[src/bridge_cfg.svh]
// Global sizes for the bridge slave. CLKS_PER_BIT is short for simulation only, so raise it for real baud rates
`ifndef BRIDGE_CFG_SVH
`define BRIDGE_CFG_SVH

// --------------------
// Bus side
// --------------------
`define BRIDGE_DATA_W       8       // One data word
`define BRIDGE_ADDR_W       12      // Top bit selects the bridge
`define BRIDGE_LOCAL_DEPTH  2048    // Words behind address bit 11 == 0

// Queue depth, equal to the credits the requester starts with
`define BRIDGE_CREDITS      2

// --------------------
// Link side
// --------------------
`define BRIDGE_CLKS_PER_BIT 8       // Clock cycles per UART bit

`endif

[src/bus_pkg.sv]
// Bus-side types. Request is write flag, address, data from MSB down; read data is zero on write responses
`include "bridge_cfg.svh"

package bus_pkg;

    // Plain vectors with a meaning
    typedef logic [`BRIDGE_DATA_W-1:0] data_t;        // One data word
    typedef logic [`BRIDGE_ADDR_W-1:0] addr_t;        // Full address, MSB = bridge select
    typedef logic [`BRIDGE_ADDR_W-2:0] local_addr_t;  // Address without the select bit

    // Request from the requester, 21 bits
    typedef struct packed {
        logic  write;   // 1 = write, 0 = read
        addr_t addr;
        data_t data;    // Ignored for reads
    } bus_req_t;

    // Response back to the requester, 9 bits
    typedef struct packed {
        logic  write;   // Echo of the request type
        data_t data;    // Read data, zero for writes
    } bus_rsp_t;

endpackage

[src/uart_pkg.sv]
// Link-side types. Frame fields run mode, data, address from MSB to LSB and are sent LSB first
`include "bridge_cfg.svh"

package uart_pkg;

    // Frame sent to the remote system, 21 bits
    typedef struct packed {
        logic                      mode;  // 1 = write, 0 = read
        logic [`BRIDGE_DATA_W-1:0] data;  // Zero on reads
        logic [`BRIDGE_ADDR_W-1:0] addr;  // Full bus address, select bit included
    } uart_frame_t;

    typedef logic [7:0] uart_byte_t;      // Reply byte for a remote read

    // Bridge engine FSM
    typedef enum logic [1:0] {
        st_idle,
        st_send,
        st_tx_wait,
        st_rx_wait
    } bridge_state_e;

endpackage

[src/bridge_engine.sv]
// Bridge FSM, one transfer at a time. A read waits forever for its reply byte; there is no timeout
`timescale 1ns/1ps

module bridge_engine
    import bus_pkg::*;
    import uart_pkg::*;
(
    input  logic        clk,
    input  logic        rstn,
    input  logic        issue,
    input  bus_req_t    issue_req,
    output logic        tx_start,
    output uart_frame_t tx_frame,
    input  logic        tx_busy,
    input  logic        rx_valid,
    input  uart_byte_t  rx_byte,
    output logic        done,
    output bus_rsp_t    done_rsp
);

    bridge_state_e state;
    bus_req_t      req_q;      // Latched request
    logic          tx_seen;    // tx_busy has gone high for this frame
    logic          wr_finish;
    logic          rd_finish;
    logic          tx_end;

    // Frame is mode, data, address; reads carry zero data
    assign tx_frame.mode = req_q.write;
    assign tx_frame.data = req_q.write ? req_q.data : '0;
    assign tx_frame.addr = req_q.addr;

    assign tx_start  = (state == st_send) && !tx_busy;
    assign tx_end    = (state == st_tx_wait) && tx_seen && !tx_busy;  // Stop bit sent
    assign wr_finish = tx_end && req_q.write;
    assign rd_finish = (state == st_rx_wait) && rx_valid;             // Late bytes ignored

    // --------------------
    // Payload
    // --------------------
    always_ff @(posedge clk) begin
        if ((state == st_idle) && issue) begin
            req_q <= issue_req;
        end
        if (wr_finish) begin
            done_rsp.write <= 1'b1;
            done_rsp.data  <= '0;
        end else if (rd_finish) begin
            done_rsp.write <= 1'b0;
            done_rsp.data  <= rx_byte;
        end
    end

    // --------------------
    // FSM
    // --------------------
    always_ff @(posedge clk or negedge rstn) begin
        if (!rstn) begin
            state   <= st_idle;
            tx_seen <= 1'b0;
            done    <= 1'b0;
        end else begin
            done <= wr_finish || rd_finish;
            case (state)
                st_idle: begin
                    if (issue) begin
                        state <= st_send;
                    end
                end
                st_send: begin
                    tx_seen <= 1'b0;
                    if (tx_start) begin
                        state <= st_tx_wait;
                    end
                end
                st_tx_wait: begin
                    if (tx_busy) begin
                        tx_seen <= 1'b1;
                    end
                    if (tx_end) begin
                        state <= req_q.write ? st_idle : st_rx_wait;
                    end
                end
                st_rx_wait: begin
                    if (rx_valid) begin
                        state <= st_idle;
                    end
                end
                default: state <= st_idle;
            endcase
        end
    end

endmodule

[config.mk]
export PLATFORM = sky130hd
export DESIGN_NAME = bridge_engine
export DESIGN_NICKNAME = d
export VERILOG_FILES = /design/src/bus_pkg.sv /design/src/uart_pkg.sv /design/src/bridge_engine.sv
export VERILOG_INCLUDE_DIRS = /design/src /design/src/src
export SDC_FILE = /design/constraint.sdc
export NUM_CORES = 1
export LEC_CHECK = 0
export BUFFER_PORTS_ARGS = -buffer_cell sky130_fd_sc_hd__buf_2
export CAP_MARGIN = 20
export CORE_MARGIN = 2
export CORE_UTILIZATION = 27
export DETAILED_ROUTE_END_ITERATION = 8
export PLACE_DENSITY_LB_ADDON = 0.12
export RECOVER_POWER = 50
export SLEW_MARGIN = 20
export SYNTH_ARGS = -nofsm -noshare
export SYNTH_HDL_FRONTEND = slang
export SYNTH_SLANG_ARGS = --single-unit
[constraint.sdc]
create_clock -name clk -period 6.1 [get_ports clk]
set_clock_uncertainty 0.15 [all_clocks]
set_input_delay 0 -clock clk [delete_from_list [all_inputs] [get_ports clk]]
set_output_delay 0 -clock clk [all_outputs]
set_load 0.03 [all_outputs]
---- Word-level counts from Yosys, hierarchy flattened ----
Cells that the tools add are included.
Widths: inputs -> output; s select.
word-level totals
  register bits ........................... 34
  input bits .............................. 34
  output and inout bits ................... 32
  word-level logic and storage cells ...... 37
cells by class
  equality and inequality tests ........... 8
  mux-type cells .......................... 9
  reduce and logical (&&, ||, !) cells .... 12
operator list
  operator            number
  $mux 2              5
  $ne 2x2->1 const B  5
  $mux 8              1
  $pmux 2 s4          1
  $logic_and 1x1->1   6
  $eq 2x2->1 const B  2
  $reduce_and 4->1    1
  $eq 2x1->1 const B  1
  $logic_not 2->1     1
  $pmux 1 s2          1
  $reduce_and 2->1    1
  $reduce_bool 2->1   1
  $logic_not 1->1     1
  $logic_or 1x1->1    1
  $mux 1              1

---- Depth between registers and ports, before layout ----
Gate-level depths: netlist (run 1).
  word-level depth ........................ 5
  mapped depth ............................ 5
  mapped depth without buffers ............ 3

---- Least setup slack after synthesis (run 1) ----
No wires, ideal clock.
  path type ............................... register to register
  start ................................... reg state[0]
  end ..................................... reg req_q[0] in the netlist's numbering, enable pin
  setup time .............................. 0.430 ns
  arrival ................................. 2.120 ns
  required time ........................... 5.520 ns
  setup slack ............................. 3.399 ns
  stages on the path, launching flop included .. 3
  cells stage by stage .................... dfrtp_1 -> buf_2 -> nor3b_1
on the way
  word-level cells in the longest chain between the ends .. 2
ends and longest elaborated chain
  element                 line                 source
  from (decl)             bridge_engine.sv:21  bridge_state_e state;
  from (signal assigned)  bridge_engine.sv:59  state <= st_idle;
  from (signal assigned)  bridge_engine.sv:67  state <= st_send;
  from (signal assigned)  bridge_engine.sv:73  state <= st_tx_wait;
  $logic_not 2->1         bridge_engine.sv:42  if ((state == st_idle) && issue) begin
  $logic_and 1x1->1       bridge_engine.sv:42
  to (signal assigned)    bridge_engine.sv:43  req_q <= issue_req;
  to (decl)               bridge_engine.sv:22  bus_req_t req_q;
No other way between the ends.
A chain may end at the register's enable or synchronous reset.

---- Worst setup path after layout (run 1) ----
  start ................................... reg state[1]
  end ..................................... reg state[0]
on the way
  word-level cells in the longest chain between the ends .. 5
  elaborated cells between the ends (all ways) .. 13
ends and longest elaborated chain
  element                          line                                      source
  $eq 2x2->1                       bridge_engine.sv:34, bridge_engine.sv:64
  $logic_and 1x1->1 (2 in series)  bridge_engine.sv:34                       assign tx_end = (state == st_tx_wait) && tx_seen && !tx_busy;
  $ne 2x2->1 (no line)             --
  $reduce_and 4->1 (no line)       --
Several ways; a longest one is shown, not always the timed one.

==> results of run 1 <==
registers in the layout (all words and copies together) (netlist names):
name and count:
tx_frame 13, done 1, req_q 8, state 2, done_rsp 9, tx_seen 1
power breakdown:
group	internal [mW]	leakage (nW)	switching, mW	total (mW)
sequential	0.318	0.320	0.0445	0.362
combinational	0.0970	0.482	0.182	0.279
clock	0.0810	0.0395	0.0731	0.154
total	0.496	0.841	0.300	0.795
cells in the mapped netlist:
library cell / n
sky130_fd_sc_hd__nand3_1: 1
sky130_fd_sc_hd__nor2b_1: 1
sky130_fd_sc_hd__nor3_1: 1
sky130_fd_sc_hd__and2_2: 8
sky130_fd_sc_hd__nor3b_1: 3
sky130_fd_sc_hd__nand3b_2: 1
sky130_fd_sc_hd__inv_1: 1
sky130_fd_sc_hd__dfrtp_1: 4
sky130_fd_sc_hd__and3_1: 1
sky130_fd_sc_hd__nor3b_4: 1
sky130_fd_sc_hd__edfxtp_1: 21
sky130_fd_sc_hd__a21o_2: 1
sky130_fd_sc_hd__buf_4: 13
sky130_fd_sc_hd__dfxtp_1: 9
sky130_fd_sc_hd__or2_1: 1
sky130_fd_sc_hd__mux4_2: 1
sky130_fd_sc_hd__buf_2: 3
sky130_fd_sc_hd__nand2_1: 17
sky130_fd_sc_hd__o21ai_0: 1
sky130_fd_sc_hd__a21oi_1: 10
layout by cell type (no fill, tap or decap):
cell,Yosys,layout
sky130_fd_sc_hd__buf_2,3,45
sky130_fd_sc_hd__nand3b_2,1,1
sky130_fd_sc_hd__nor3b_2,0,1
sky130_fd_sc_hd__a21o_2,1,1
sky130_fd_sc_hd__dlygate4sd3_1,0,34
sky130_fd_sc_hd__nor2b_1,1,1
sky130_fd_sc_hd__and2_2,8,8
sky130_fd_sc_hd__inv_1,1,1
sky130_fd_sc_hd__dfrtp_1,4,4
sky130_fd_sc_hd__clkbuf_8,0,5
sky130_fd_sc_hd__nor3b_4,1,1
sky130_fd_sc_hd__or2_1,1,1
sky130_fd_sc_hd__nor3_1,1,1
sky130_fd_sc_hd__nand3_1,1,1
sky130_fd_sc_hd__and3_1,1,1
sky130_fd_sc_hd__a21oi_1,10,10
sky130_fd_sc_hd__edfxtp_1,21,21
sky130_fd_sc_hd__mux4_2,1,1
sky130_fd_sc_hd__nor3b_1,3,2
sky130_fd_sc_hd__o21ai_0,1,1
sky130_fd_sc_hd__clkbuf_1,0,23
sky130_fd_sc_hd__dfxtp_1,9,9
sky130_fd_sc_hd__nand2_1,17,17
sky130_fd_sc_hd__buf_4,13,1
kinds of logic (layout without fill, tap and decap cells):
| logic type | after synthesis | after routing | synth area share (%) |
|---|---|---|---|
| AND/OR/NAND/NOR | 35 | 35 | 15.6 |
| AO/OA/AOI/OAI | 12 | 12 | 4.84 |
| multiplexers | 1 | 1 | 1.71 |
| buffers and inverters | 17 | 109 | 8.82 |
| flip-flops | 34 | 34 | 69.1 |
worst register-to-register path: stages, from the launching register on:
cell	delay (ps)
sky130_fd_sc_hd__dfrtp_1	530
sky130_fd_sc_hd__mux4_2	550
sky130_fd_sc_hd__dlygate4sd3_1	590
routing by layer:
metal | GRT usage [%] | part of all wire (%) | vias to the layer above
li1 | - | - | 507
met1 | 11.5 | 40 | 468
met2 | 19.7 | 50 | 44
met3 | 5.35 | 8.4 | 5
met4 | 4.85 | 1.5 | 0
met5 | 0 | 0 | -
final cells by class:
cell class                      instances  area, um2
Inverter                                1       3.75
Sequential cell                        34        911
Fill cell                             455       2700
Clock buffer                            8       80.1
Timing Repair Buffer                  100        648
Tap cell                               67       83.8
Multi-Input combinational cell         48        297
how the worst min path moves through the flow:
stage | startpoint | to | cells past startpoint
2_1_floorplan | rstn | done | 0
3_3_place_gp | rstn | done | 1
3_5_place_dp | rstn | done | 1
4_1_cts | rx_valid | done_rsp[8] | 3
5_1_grt | rx_valid | done_rsp[8] | 3
6_report | rx_valid | done_rsp[8] | 3
==> flow_results.org, run 1 <==
** Synth
- Post-synth design cell area :: 1320 um2
- Nets in the synthesized netlist :: 133
- Synthesis handed over a netlist of 99 instances.
- By area the synthesized netlist is led by sky130_fd_sc_hd__edfxtp_1 48%, sky130_fd_sc_hd__dfxtp_1 14%, sky130_fd_sc_hd__dfrtp_1 7.6%.
- Summed over its instances, the top area cell type makes up 47.8% of the synthesized netlist area.
- Yosys printed 0 warnings.
- Synthesis instantiated 20 different standard cells from the library.
- After synthesis the netlist holds a flip-flop and latch count of 34.
- Mean Syn Cell Area :: 13.3 um2
- The largest total area in the synthesized netlist belongs to sky130_fd_sc_hd__edfxtp_1.
- Sequential cells were found to cover 69.1% of the synthesized design area.

** Route
- Aggregate routed wire length :: 2890 um
- The first routing iteration left 38 violations.
- For this block, the via count after detailed routing is 1024.
- Once detail routing completed, the nets flagged for antenna violations numbered 0.
- Drt via density :: 3.97
- Avg WL per Cell :: 11.2 um
- Detailed-routing iteration count for the pre-antenna-repair pass :: 2
- For this run, design rule violations remaining after detail routing come to 0.

** Flow run
- The tool flagged a number of max-cap violations equal to 0.

** STA
- Final critical path time including I/O delays and setup :: 1940 ps
- Final hold analysis gives a worst-case slack of 161 ps.
- Final Max Slew Viols :: 0
- Setup violations remaining at the end of the flow were counted as 0.
- Post-route fraction of the period consumed by the critical path :: 31.7%
- The worst pin sits at a relative slew slack of 71.8%.
- At the pin with the least slew margin, the transition time is 422 ps.
- Adding up every negative setup slack in the final design gives 0 ps.
- Timing would allow up to 0.516 GHz.
- Final worst-path setup slack :: 4160 ps
- Setup repair after global routing left no endpoint under its margin.
- The total count of hold-check failures in the final report is 0.

** Clocking
- Post-CTS setup repair buffer count :: 0
- The clock passes through at most 2 buffers.
- Insertion delay to the later sink of the worst-skew pair :: 280 ps
- Hold-fix buffers at CTS :: 34
- Gates resized, CTS repair :: 0
- Clock tree from TritonCTS :: yes
- CTS Root Cell :: sky130_fd_sc_hd__clkbuf_8
- After clock tree synthesis, the clock-pin slew on the worst setup and hold paths is 60 ps.
- Buffers inserted during clock tree synthesis total 5.
- The H-tree was split into 2 levels.
- Clock tree synthesis found a total of 34 sinks.

** GRT
- Entering global routing, the biggest net connects 22 pins.
- The total overflow left after global routing is 0.
- Antenna violations before repair :: 0
- Global-route wire length before repair :: 4490 um
- The number of global-route vias before repair is 1038.
- In the global route stage, overall resource usage came out at 11.3%.

** Worst setup path
- Data arrives at the worst endpoint at 1940 ps.
- Measured in cells, the most critical reg-to-reg path has a length of 2.
- Endpoint of the most critical setup path :: state[0]
- The worst setup path is captured at a register.
- In this run the critical register-to-register path is launched from state[1].
- The setup path with the least slack is of type reg2reg.
- Data on the critical path is required at its endpoint by 6110 ps.
- Crit path largest cell delay :: 590 ps
- The worst setup path is launched from a register.
- Counting both buffers and inverters, the worst setup path holds a total of 1.
- Setup slack on the worst reg-to-reg path comes out at 4160 ps.
- The critical path goes through mux4_2 -> dlygate4sd3_1.
- Cell type group with the largest total delay on the critical path :: buffers and inverters
- Tracing the worst setup path back leads to its startpoint at state[1].
- Number of cells on the critical path :: 2
- Standard cell with the maximum stage delay on the critical path :: sky130_fd_sc_hd__dlygate4sd3_1
- Along the worst path, the maximum fanout reaches 10.
- Critical R2R Capture :: state[0]

** Die
- After floorplanning, the core was sized to cover 4720 um2.
- Chip height :: 73.9 um
- Die outline width :: 73.9 um
- Once the floorplan was initialized, standard cells occupied 27.9% of the core.
- Pin placement for this block handled 66 I/O pins.
- Number of rows created at floorplan :: 25
- The die covers 5460 um2.

** Power
- Overall power consumption after layout is estimated at 0.795 mW.
- The worst-case IR drop observed on VDD is 0.168 mV.
- Power spread over the standard cell area amounts to 393 nW/um2.
- Pleak :: 0.841 nW

** Final layout
- For this run, the number of standard cells in the final layout without fillers is 258.
- Core occupancy in the finished layout :: 42.8%
- Finished layout cell area :: 2020 um2
- Relative to the synthesized area, the layout overhead comes to 53.4%.
- Ant. Diodes :: 0
- Of the cells placed in the final design, the portion with a size suffix greater than 1 is 33.5%.
- Number of nets in the layout :: 224

** Place
- Worst slack, placed :: 4630 ps
- Detailed placement ended at an HPWL of 1920 um.
- Buffers placed on the I/O ports in this run total 65.
- Number of cells in the design after placement :: 216
- At the end of routability-driven placement, the weighted congestion stood at 0.706.
- After detailed placement, the total cell area comes to 1630 um2.

** Min path
- Worst Hold Class :: in2reg

** Outcome
- Result of the run :: finished clean
(Power assumes the default switching activity.)
==> run 2: changes to the inputs <==
==> constraint.sdc (replaced) <==
create_clock -name clk -period 1.7 [get_ports clk]
set_clock_uncertainty 0.15 [all_clocks]
set_input_delay 0 -clock clk [delete_from_list [all_inputs] [get_ports clk]]
set_output_delay 0 -clock clk [all_outputs]
set_load 0.03 [all_outputs]
==> run 2 against run 1 <==
First-iteration DRC count decreased by 7.9%. Core utilization increased by 0.34 points. Critical path type unchanged. Largest cell class unchanged. Total power increased to 3.6 times the previous value. Hold slack got worse by 160 ps.
==> flow_results.org, run 2 (synthesized netlist as in run 1, its figures left out) <==
** Outcome
- The flow ran to the end, and the final reports show no timing, DRC or antenna violations.

** Final layout
- The number of fill cells came to 481 (+5.7%).
- Most common library cell in the layout ignoring fill and taps :: sky130_fd_sc_hd__buf_2
- Area taken by flip-flops and latches :: 911 um2 (unchanged)
- Number of nets in the layout :: 224 (unchanged)
- Area of the multi-input gates :: 303 um2 (+2.1%)
- Syn-to-layout area delta :: 54.6%
- The finished layout cell area came to 2040 um2 (+0.80%).
- In the layout the commonest cells are 45 x sky130_fd_sc_hd__buf_2, 33 x sky130_fd_sc_hd__dlygate4sd3_1, 23 x sky130_fd_sc_hd__clkbuf_1, 21 x sky130_fd_sc_hd__edfxtp_1, 17 x sky130_fd_sc_hd__nand2_1.
- Core occupancy in the finished layout :: 43.2% (+0.34 points)
- Filler-free cell count of the finished design :: 258 (unchanged)
- The ratio of cells with drive above 1 in the final layout came to 34.0% (+0.52 points).
- Largest register FFs :: 13 (unchanged)
- Ant. Diodes :: 0 (unchanged)

** Worst setup path
- Flop2flop setup slack :: 240 ps (-3930 ps)
- Critical R2R Capture :: done_rsp[1]
- Setup Crit Path Kind :: reg2reg
- In this run the worst setup path terminates at done_rsp[1].
- Crit start category :: register
- Biggest fanout along the worst timing path :: 10 (unchanged)
- Required @ worst endpoint :: 1750 ps (-4360 ps)
- In this run the critical register-to-register path is launched from state[1].
- The data arrival time of the worst path is 1520 ps (-420 ps).
- CP endpoint kind :: register
- The number of cell instances on the worst register-to-register path came to 3 (+1).
- The critical path starts at state[1].

** STA
- The actual transition at the worst max-transition pin came to 429 ps (+6.19 ps).
- The hold slack is 5.07 ps (-156 ps).
- The final setup TNS came to 0 ps (unchanged).
- Final Setup Violations :: 0 (unchanged)
- The post-route worst setup slack is 236 ps (-3930 ps).
- Setup repair after global routing left no endpoint under its margin.
- The fraction of the cycle the final worst path needs was 86.1% (+54 points).
- The final critical path time including I/O delays and setup was 1460 ps (-473 ps).
- Number of failing hold endpoints at the final stage :: 0 (unchanged)
- Highest clock frequency the design can meet :: 0.683 GHz (+32%)
- Tightest slew margin relative to the limit :: 71.4% (-0.41 points)
- Final Max Slew Viols :: 0 (unchanged)

** Die
- The number of placed I/O pins is 66 (unchanged).
- The effective utilization at floorplan came to 27.9% (unchanged).
- Chip height :: 73.9 um (unchanged)
- The die footprint is 5460 um2 (unchanged).
- The number of standard-cell rows in the floorplan came to 25 (unchanged).
- Area of the core region :: 4720 um2 (unchanged)
- Die outline width :: 73.9 um (unchanged)

** Route
- Count of vias placed by the detailed router :: 1029 (+0.49%)
- The detailed router's first-iteration violation count is 35 (-7.9%).
- Drt via density :: 3.99 (+0.49%)
- The total wire length came to 2780 um (-3.7%).
- Avg WL per Cell :: 10.8 um (-3.7%)
- Post-detailed-route count of antenna-violating nets :: 0 (unchanged)
- The detailed-route DRC error count is 0 (unchanged).
- The total iterations of the first detailed-routing run was 4 (+2).

** Power
- Combinational Power Share :: 35.5% (+0.4 points)
- Overall Power :: 2.86 mW (+260%)
- The clock network fraction of total power is 19.4% (about the same).
- The leakage power is 0.845 nW (+0.49%).
- Sequential Power Share :: 45.2% (-0.3 points)
- Switching power share of the total :: 37.5% (-0.20 points)
- Switching component of the power :: 1.07 mW (+260%)
- Pwr Density :: 1400 nW/um2 (+260%)
- The design internal power is 1.79 mW (+260%).
- Largest voltage drop on the vdd net :: 0.550 mV (+230%)

** Place
- The worst slack at placement was 232 ps (-4400 ps).
- Number of cells in the design after placement :: 217 (+0.46%)
- Placed instance area :: 1650 um2 (+1.6%)
- The final weighted congestion in routability-driven placement is 0.641 (-9.1%).
- Port Buffer Count :: 65 (unchanged)
- Half-perimeter wire length after placement :: 1920 um (about the same)

** Clocking
- The cell sitting at the root of the clock tree is a sky130_fd_sc_hd__clkbuf_8.
- Clock transition time at the flip-flop clock pins of the worst setup and hold paths :: 60 ps (about the same)
- The post-cts gate resize count was 0 (unchanged).
- Hold-fix buffers at CTS :: 33 (-2.9%)
- Num CTS Buffers :: 5 (unchanged)
- Clock tree from TritonCTS :: yes
- The number of setup buffers added after CTS was 0 (unchanged).
- Insertion delay to the later sink of the worst-skew pair :: 280 ps (about the same)
- Clock sink count :: 34 (unchanged)
- Max clock buf depth :: 2 (unchanged)
- The count of H-tree levels built during CTS came to 2 (unchanged).

** GRT
- The wire length of the first global-routing pass came to 4280 um (-4.5%).
- The number of antenna violations at the first check in global routing is 0 (unchanged).
- Largest net degree at the start of global routing :: 22 (unchanged)
- The overall global routing resource usage was 10.9% (-0.44 points).
- Number of global-route vias before repair :: 958 (-7.7%)
- Global route overflow :: 0 (unchanged)

** Flow run
- Max-cap check violation count :: 0 (unchanged)

** Min path
- In this run the worst hold path is classified as in2reg.
- In this run the most critical hold path is launched from rx_valid.
-- run 2: changes by cell type in the layout (fill, tap and decap cells not counted), sizes merged --
cell / change
buf: +1
dlygate4sd3: -1
-- run 2: metal layers --
layer | up-vias | part of all wire, % | global-route usage, %
met5 | - | 0 | 0
met4 | 0 | 1.1 | 4.85
met3 | 4 | 7.3 | 4.94
met2 | 44 | 51 | 18.8
met1 | 475 | 41 | 11.2
li1 | 506 | - | -
-- run 2: power by group through the flow --
stage | Combinational [mW] | Clock, mW | Sequential [mW]
floorplan | 0.634 | 0 | 1.43
detailed placement | 1.01 | 0 | 1.30
CTS | 1.07 | 0.578 | 1.29
global placement | 1.00 | 0 | 1.29
global route | 1.10 | 0.606 | 1.33
finish | 1.01 | 0.553 | 1.29
-- run 2: how the worst min path moves through the flow --
stage / endpoint / depth (start not counted)
after floorplan: done / 0
after global placement: done / 1
after detailed placement: done / 1
after CTS: state[0] / 3
after global routing: state[0] / 3
final: state[0] / 3
-- run 2: critical path, cell delays in order (launching register included) --
cell and delay [ps]:
sky130_fd_sc_hd__dfrtp_1 550, sky130_fd_sc_hd__and3_1 430, sky130_fd_sc_hd__nand2_1 100, sky130_fd_sc_hd__a21oi_1 160
-- run 2: cell type report --
| class | instances | share of cell area (%) |
|---|---|---|
| sequential | 34 | 44.7 |
| timing repair buffer | 100 | 32.3 |
| multi-input combinational | 48 | 14.8 |
| tap | 67 | 4.11 |
| clock buffer | 8 | 3.93 |
| inverter | 1 | 0.184 |
==> run 3: changes to the inputs <==
--- a/config.mk
+++ b/config.mk
@@ -9,7 +9,7 @@
 export BUFFER_PORTS_ARGS = -buffer_cell sky130_fd_sc_hd__buf_2
 export CAP_MARGIN = 20
 export CORE_MARGIN = 2
-export CORE_UTILIZATION = 27
+export CORE_UTILIZATION = 25
 export DETAILED_ROUTE_END_ITERATION = 8
 export PLACE_DENSITY_LB_ADDON = 0.12
 export RECOVER_POWER = 50
==> run 3 against run 2 <==
Clock power grew 29%. Critical endpoint is now tx_start. Register-to-register slack gained 20 ps. Combinational power is essentially flat. Core utilization shrank 2.4 points. Hold slack gained 270 ps. Setup slack gained 16 ps.
==> flow_results.org, run 3 (synthesized netlist as in run 1, its figures left out) <==
** Place
- The worst slack at placement came to 235 ps (+3.32 ps).
- RD Place Congestion :: 0.647 (+0.81%)
- Port Buffer Count :: 65 (unchanged)
- The total half-perimeter wirelength after legalization and detailed placement is 2090 um (+9.0%).

** STA
- The total count of hold-check failures in the final report is 0 (unchanged).
- Highest clock frequency the design can meet :: 0.690 GHz (+1.1%)
- Tightest slew margin relative to the limit :: 72.0% (+0.59 points)
- Final Setup Violations :: 0 (unchanged)
- Final worst-path setup slack :: 252 ps (+15.7 ps)
- The final setup TNS was 0 ps (unchanged).
- Setup repair after global routing missed its margin :: no
- The max-slew violation count is 0 (unchanged).
- The actual transition at the worst max-transition pin is 420 ps (-8.80 ps).
- Post-route fraction of the period consumed by the critical path :: 85.2% (-0.93 points)
- Final critical path time including I/O delays and setup :: 1450 ps (-15.7 ps)

** Final layout
- The top cell types in the final layout, fill and taps aside, are 45 x sky130_fd_sc_hd__buf_2, 34 x sky130_fd_sc_hd__dlygate4sd3_1, 21 x sky130_fd_sc_hd__edfxtp_1, 20 x sky130_fd_sc_hd__clkbuf_1, 17 x sky130_fd_sc_hd__nand2_1.
- The ratio of cells with drive above 1 in the final layout was 35.4% (+1.4 points).
- Leaving out fill and tap cells, the most frequent cell in the layout is sky130_fd_sc_hd__buf_2.
- Largest register FFs :: 13 (unchanged)
- Compared with the post-synthesis result, the final layout area differs by 57.9%.
- The net count of the finished layout came to 225 (+0.45%).
- Core occupancy in the finished layout :: 40.8% (-2.4 points)
- Filler instances :: 526 (+9.4%)
- The number of antenna repair diodes came to 0 (unchanged).

** Worst setup path
- STA classifies the critical path endpoint as an output port.
- Ordered cell list for the critical path :: nor3b_1 -> buf_2
- Setup Crit Path Kind :: reg2out
- Crit start category :: register
- Standard cell with the maximum stage delay on the critical path :: sky130_fd_sc_hd__dfrtp_1
- The maximum fanout along the worst path came to 8 (-2).
- Crit path largest cell delay :: 540 ps (about the same)
- Required @ worst endpoint :: 1550 ps (-200 ps)
- Critical path arrival :: 1300 ps (-220 ps)

** Clocking
- The post-CTS clock slew at the launch and capture registers of the worst setup and hold paths was 70 ps (about the same).
- The post-cts gate resize count is 0 (unchanged).
- Insertion delay to the later sink of the worst-skew pair :: 280 ps (about the same)
- The number of hold-repair buffers added at the cts stage was 34 (+3.0%).
- The largest buffer count on any clock path was 2 (unchanged).
- The number of buffers inserted during clock tree synthesis was 5 (unchanged).
- Clock sink count :: 34 (unchanged)
- H-tree levels :: 2 (unchanged)
- The cell sitting at the root of the clock tree is a sky130_fd_sc_hd__clkbuf_8.
- The number of setup buffers added after CTS is 0 (unchanged).
- TritonCTS built the clock tree.

** Power
- Combinational Power Share :: 33.7% (-1.8 points)
- Switching power share of the total :: 36.2% (-1.3 points)
- Pleak :: 0.868 nW (+2.8%)
- The switching power summed over all nets came to 1.09 mW (+2.1%).
- The largest vdd supply drop came to 0.603 mV (+9.5%).
- Sequential Power Share :: 42.8% (-2.4 points)
- Pwr Density :: 1450 nW/um2 (+3.6%)
- Clock power frac :: 23.5% (+4.1 points)
- Overall Power :: 3.02 mW (+5.8%)
- Internal Pwr Total :: 1.93 mW (+8.0%)

** GRT
- The wire length of the first global-routing pass was 4640 um (+8.4%).
- Largest net degree at the start of global routing :: 22 (unchanged)
- The number of antenna violations at the first check in global routing is 0 (unchanged).
- The total grt overflow is 0 (unchanged).
- Number of global-route vias before repair :: 1020 (+6.5%)
- Total routing usage reported by global routing :: 10.1% (-0.79 points)

** Route
- Detailed-routing iteration count for the pre-antenna-repair pass :: 2 (-2)
- The detailed-route DRC error count came to 0 (unchanged).
- The post-detailed-route count of antenna-violating nets was 0 (unchanged).
- Avg WL per Cell :: 11.1 um (+2.5%)
- Aggregate routed wire length :: 2900 um (+4.1%)
- 1st-iter DRT viols :: 18 (-49%)
- Drt via density :: 3.90 (-2.1%)
- Count of vias placed by the detailed router :: 1023 (-0.58%)

** Flow run
- Max-cap check violation count :: 0 (unchanged)

** Die
- The area of the core region is 5110 um2 (+8.1%).
- The die extent in x came to 76.6 um (+3.7%).
- The effective utilization at floorplan was 25.8% (-2.1 points).
- The number of placed I/O pins was 66 (unchanged).
- The height of the die came to 76.6 um (+3.7%).
- The number of standard-cell rows in the floorplan is 26 (+4.0%).
- The die footprint came to 5870 um2 (+7.6%).

** Outcome
- The flow ran to the end, and the final reports show no timing, DRC or antenna violations.

** Min path
- The min-delay analysis places its worst path in the category in2reg.
-- run 3: cell types whose count changed in the layout (fill, tap and decap cells not counted) --
cell / before / now
sky130_fd_sc_hd__bufinv_16: 0 / 1
sky130_fd_sc_hd__clkbuf_1: 23 / 20
sky130_fd_sc_hd__clkinv_2: 0 / 2
sky130_fd_sc_hd__dlygate4sd3_1: 33 / 34
-- run 3: area by class of cell --
type | count | area (um2) | area share, %
flip-flops and latches | 34 | 911 | 43.7
repair buffers | 101 | 668 | 32.1
multi-input cells | 48 | 303 | 14.5
well taps | 70 | 87.6 | 4.21
clock buffers | 5 | 68.8 | 3.31
clock inverters | 3 | 40.0 | 1.92
inverters | 1 | 3.75 | 0.180
-- run 3: metal layers --
metal | up-vias | share of wire [%] | GRT usage, %
li1 | 511 | - | -
met3 | 7 | 9.4 | 5.09
met5 | - | 0 | 0
met4 | 0 | 1.6 | 3.82
met2 | 47 | 49 | 16.9
met1 | 458 | 40 | 10.9
-- run 3: worst max-delay path, delay by kind of cell, from the launching register on --
family        cells  cell delay [ps]
flops             1              540
buf+inv           1              240
simple gates      1              250
-- run 3: through the flow --
step	cells	area [um2]	hold slack [ps]
floorplan	99	1330	-446
global placement	220	1660	-342
detailed placement	220	1660	-340
CTS	262	2110	271
global route	262	2080	265
finish	262	2080	277
-- run 3: worst paths after layout --
path | start | end | slack (ps) | depth (start not counted)
hold reg to reg | done_rsp[5] | done_rsp[5] | 310 | 2
hold / removal | issue_req[11] | tx_frame[3] | 280 | 2
setup reg to reg | state[1] | done_rsp[3] | 260 | 3
setup / recovery | state[0] | tx_start | 250 | 2
max in group asynchronous | rstn | tx_seen | 790 | 3
min in group asynchronous | rstn | done | 440 | 3
-- run 3: power groups by stage --
stage / logic [mW] / clock network (mW) / registers [mW]
after floorplan: 0.634 / 0 / 1.43
after global placement: 1.00 / 0 / 1.30
after detailed placement: 1.01 / 0 / 1.31
after CTS: 1.07 / 0.739 / 1.29
after global routing: 1.10 / 0.773 / 1.33
final: 1.02 / 0.711 / 1.29
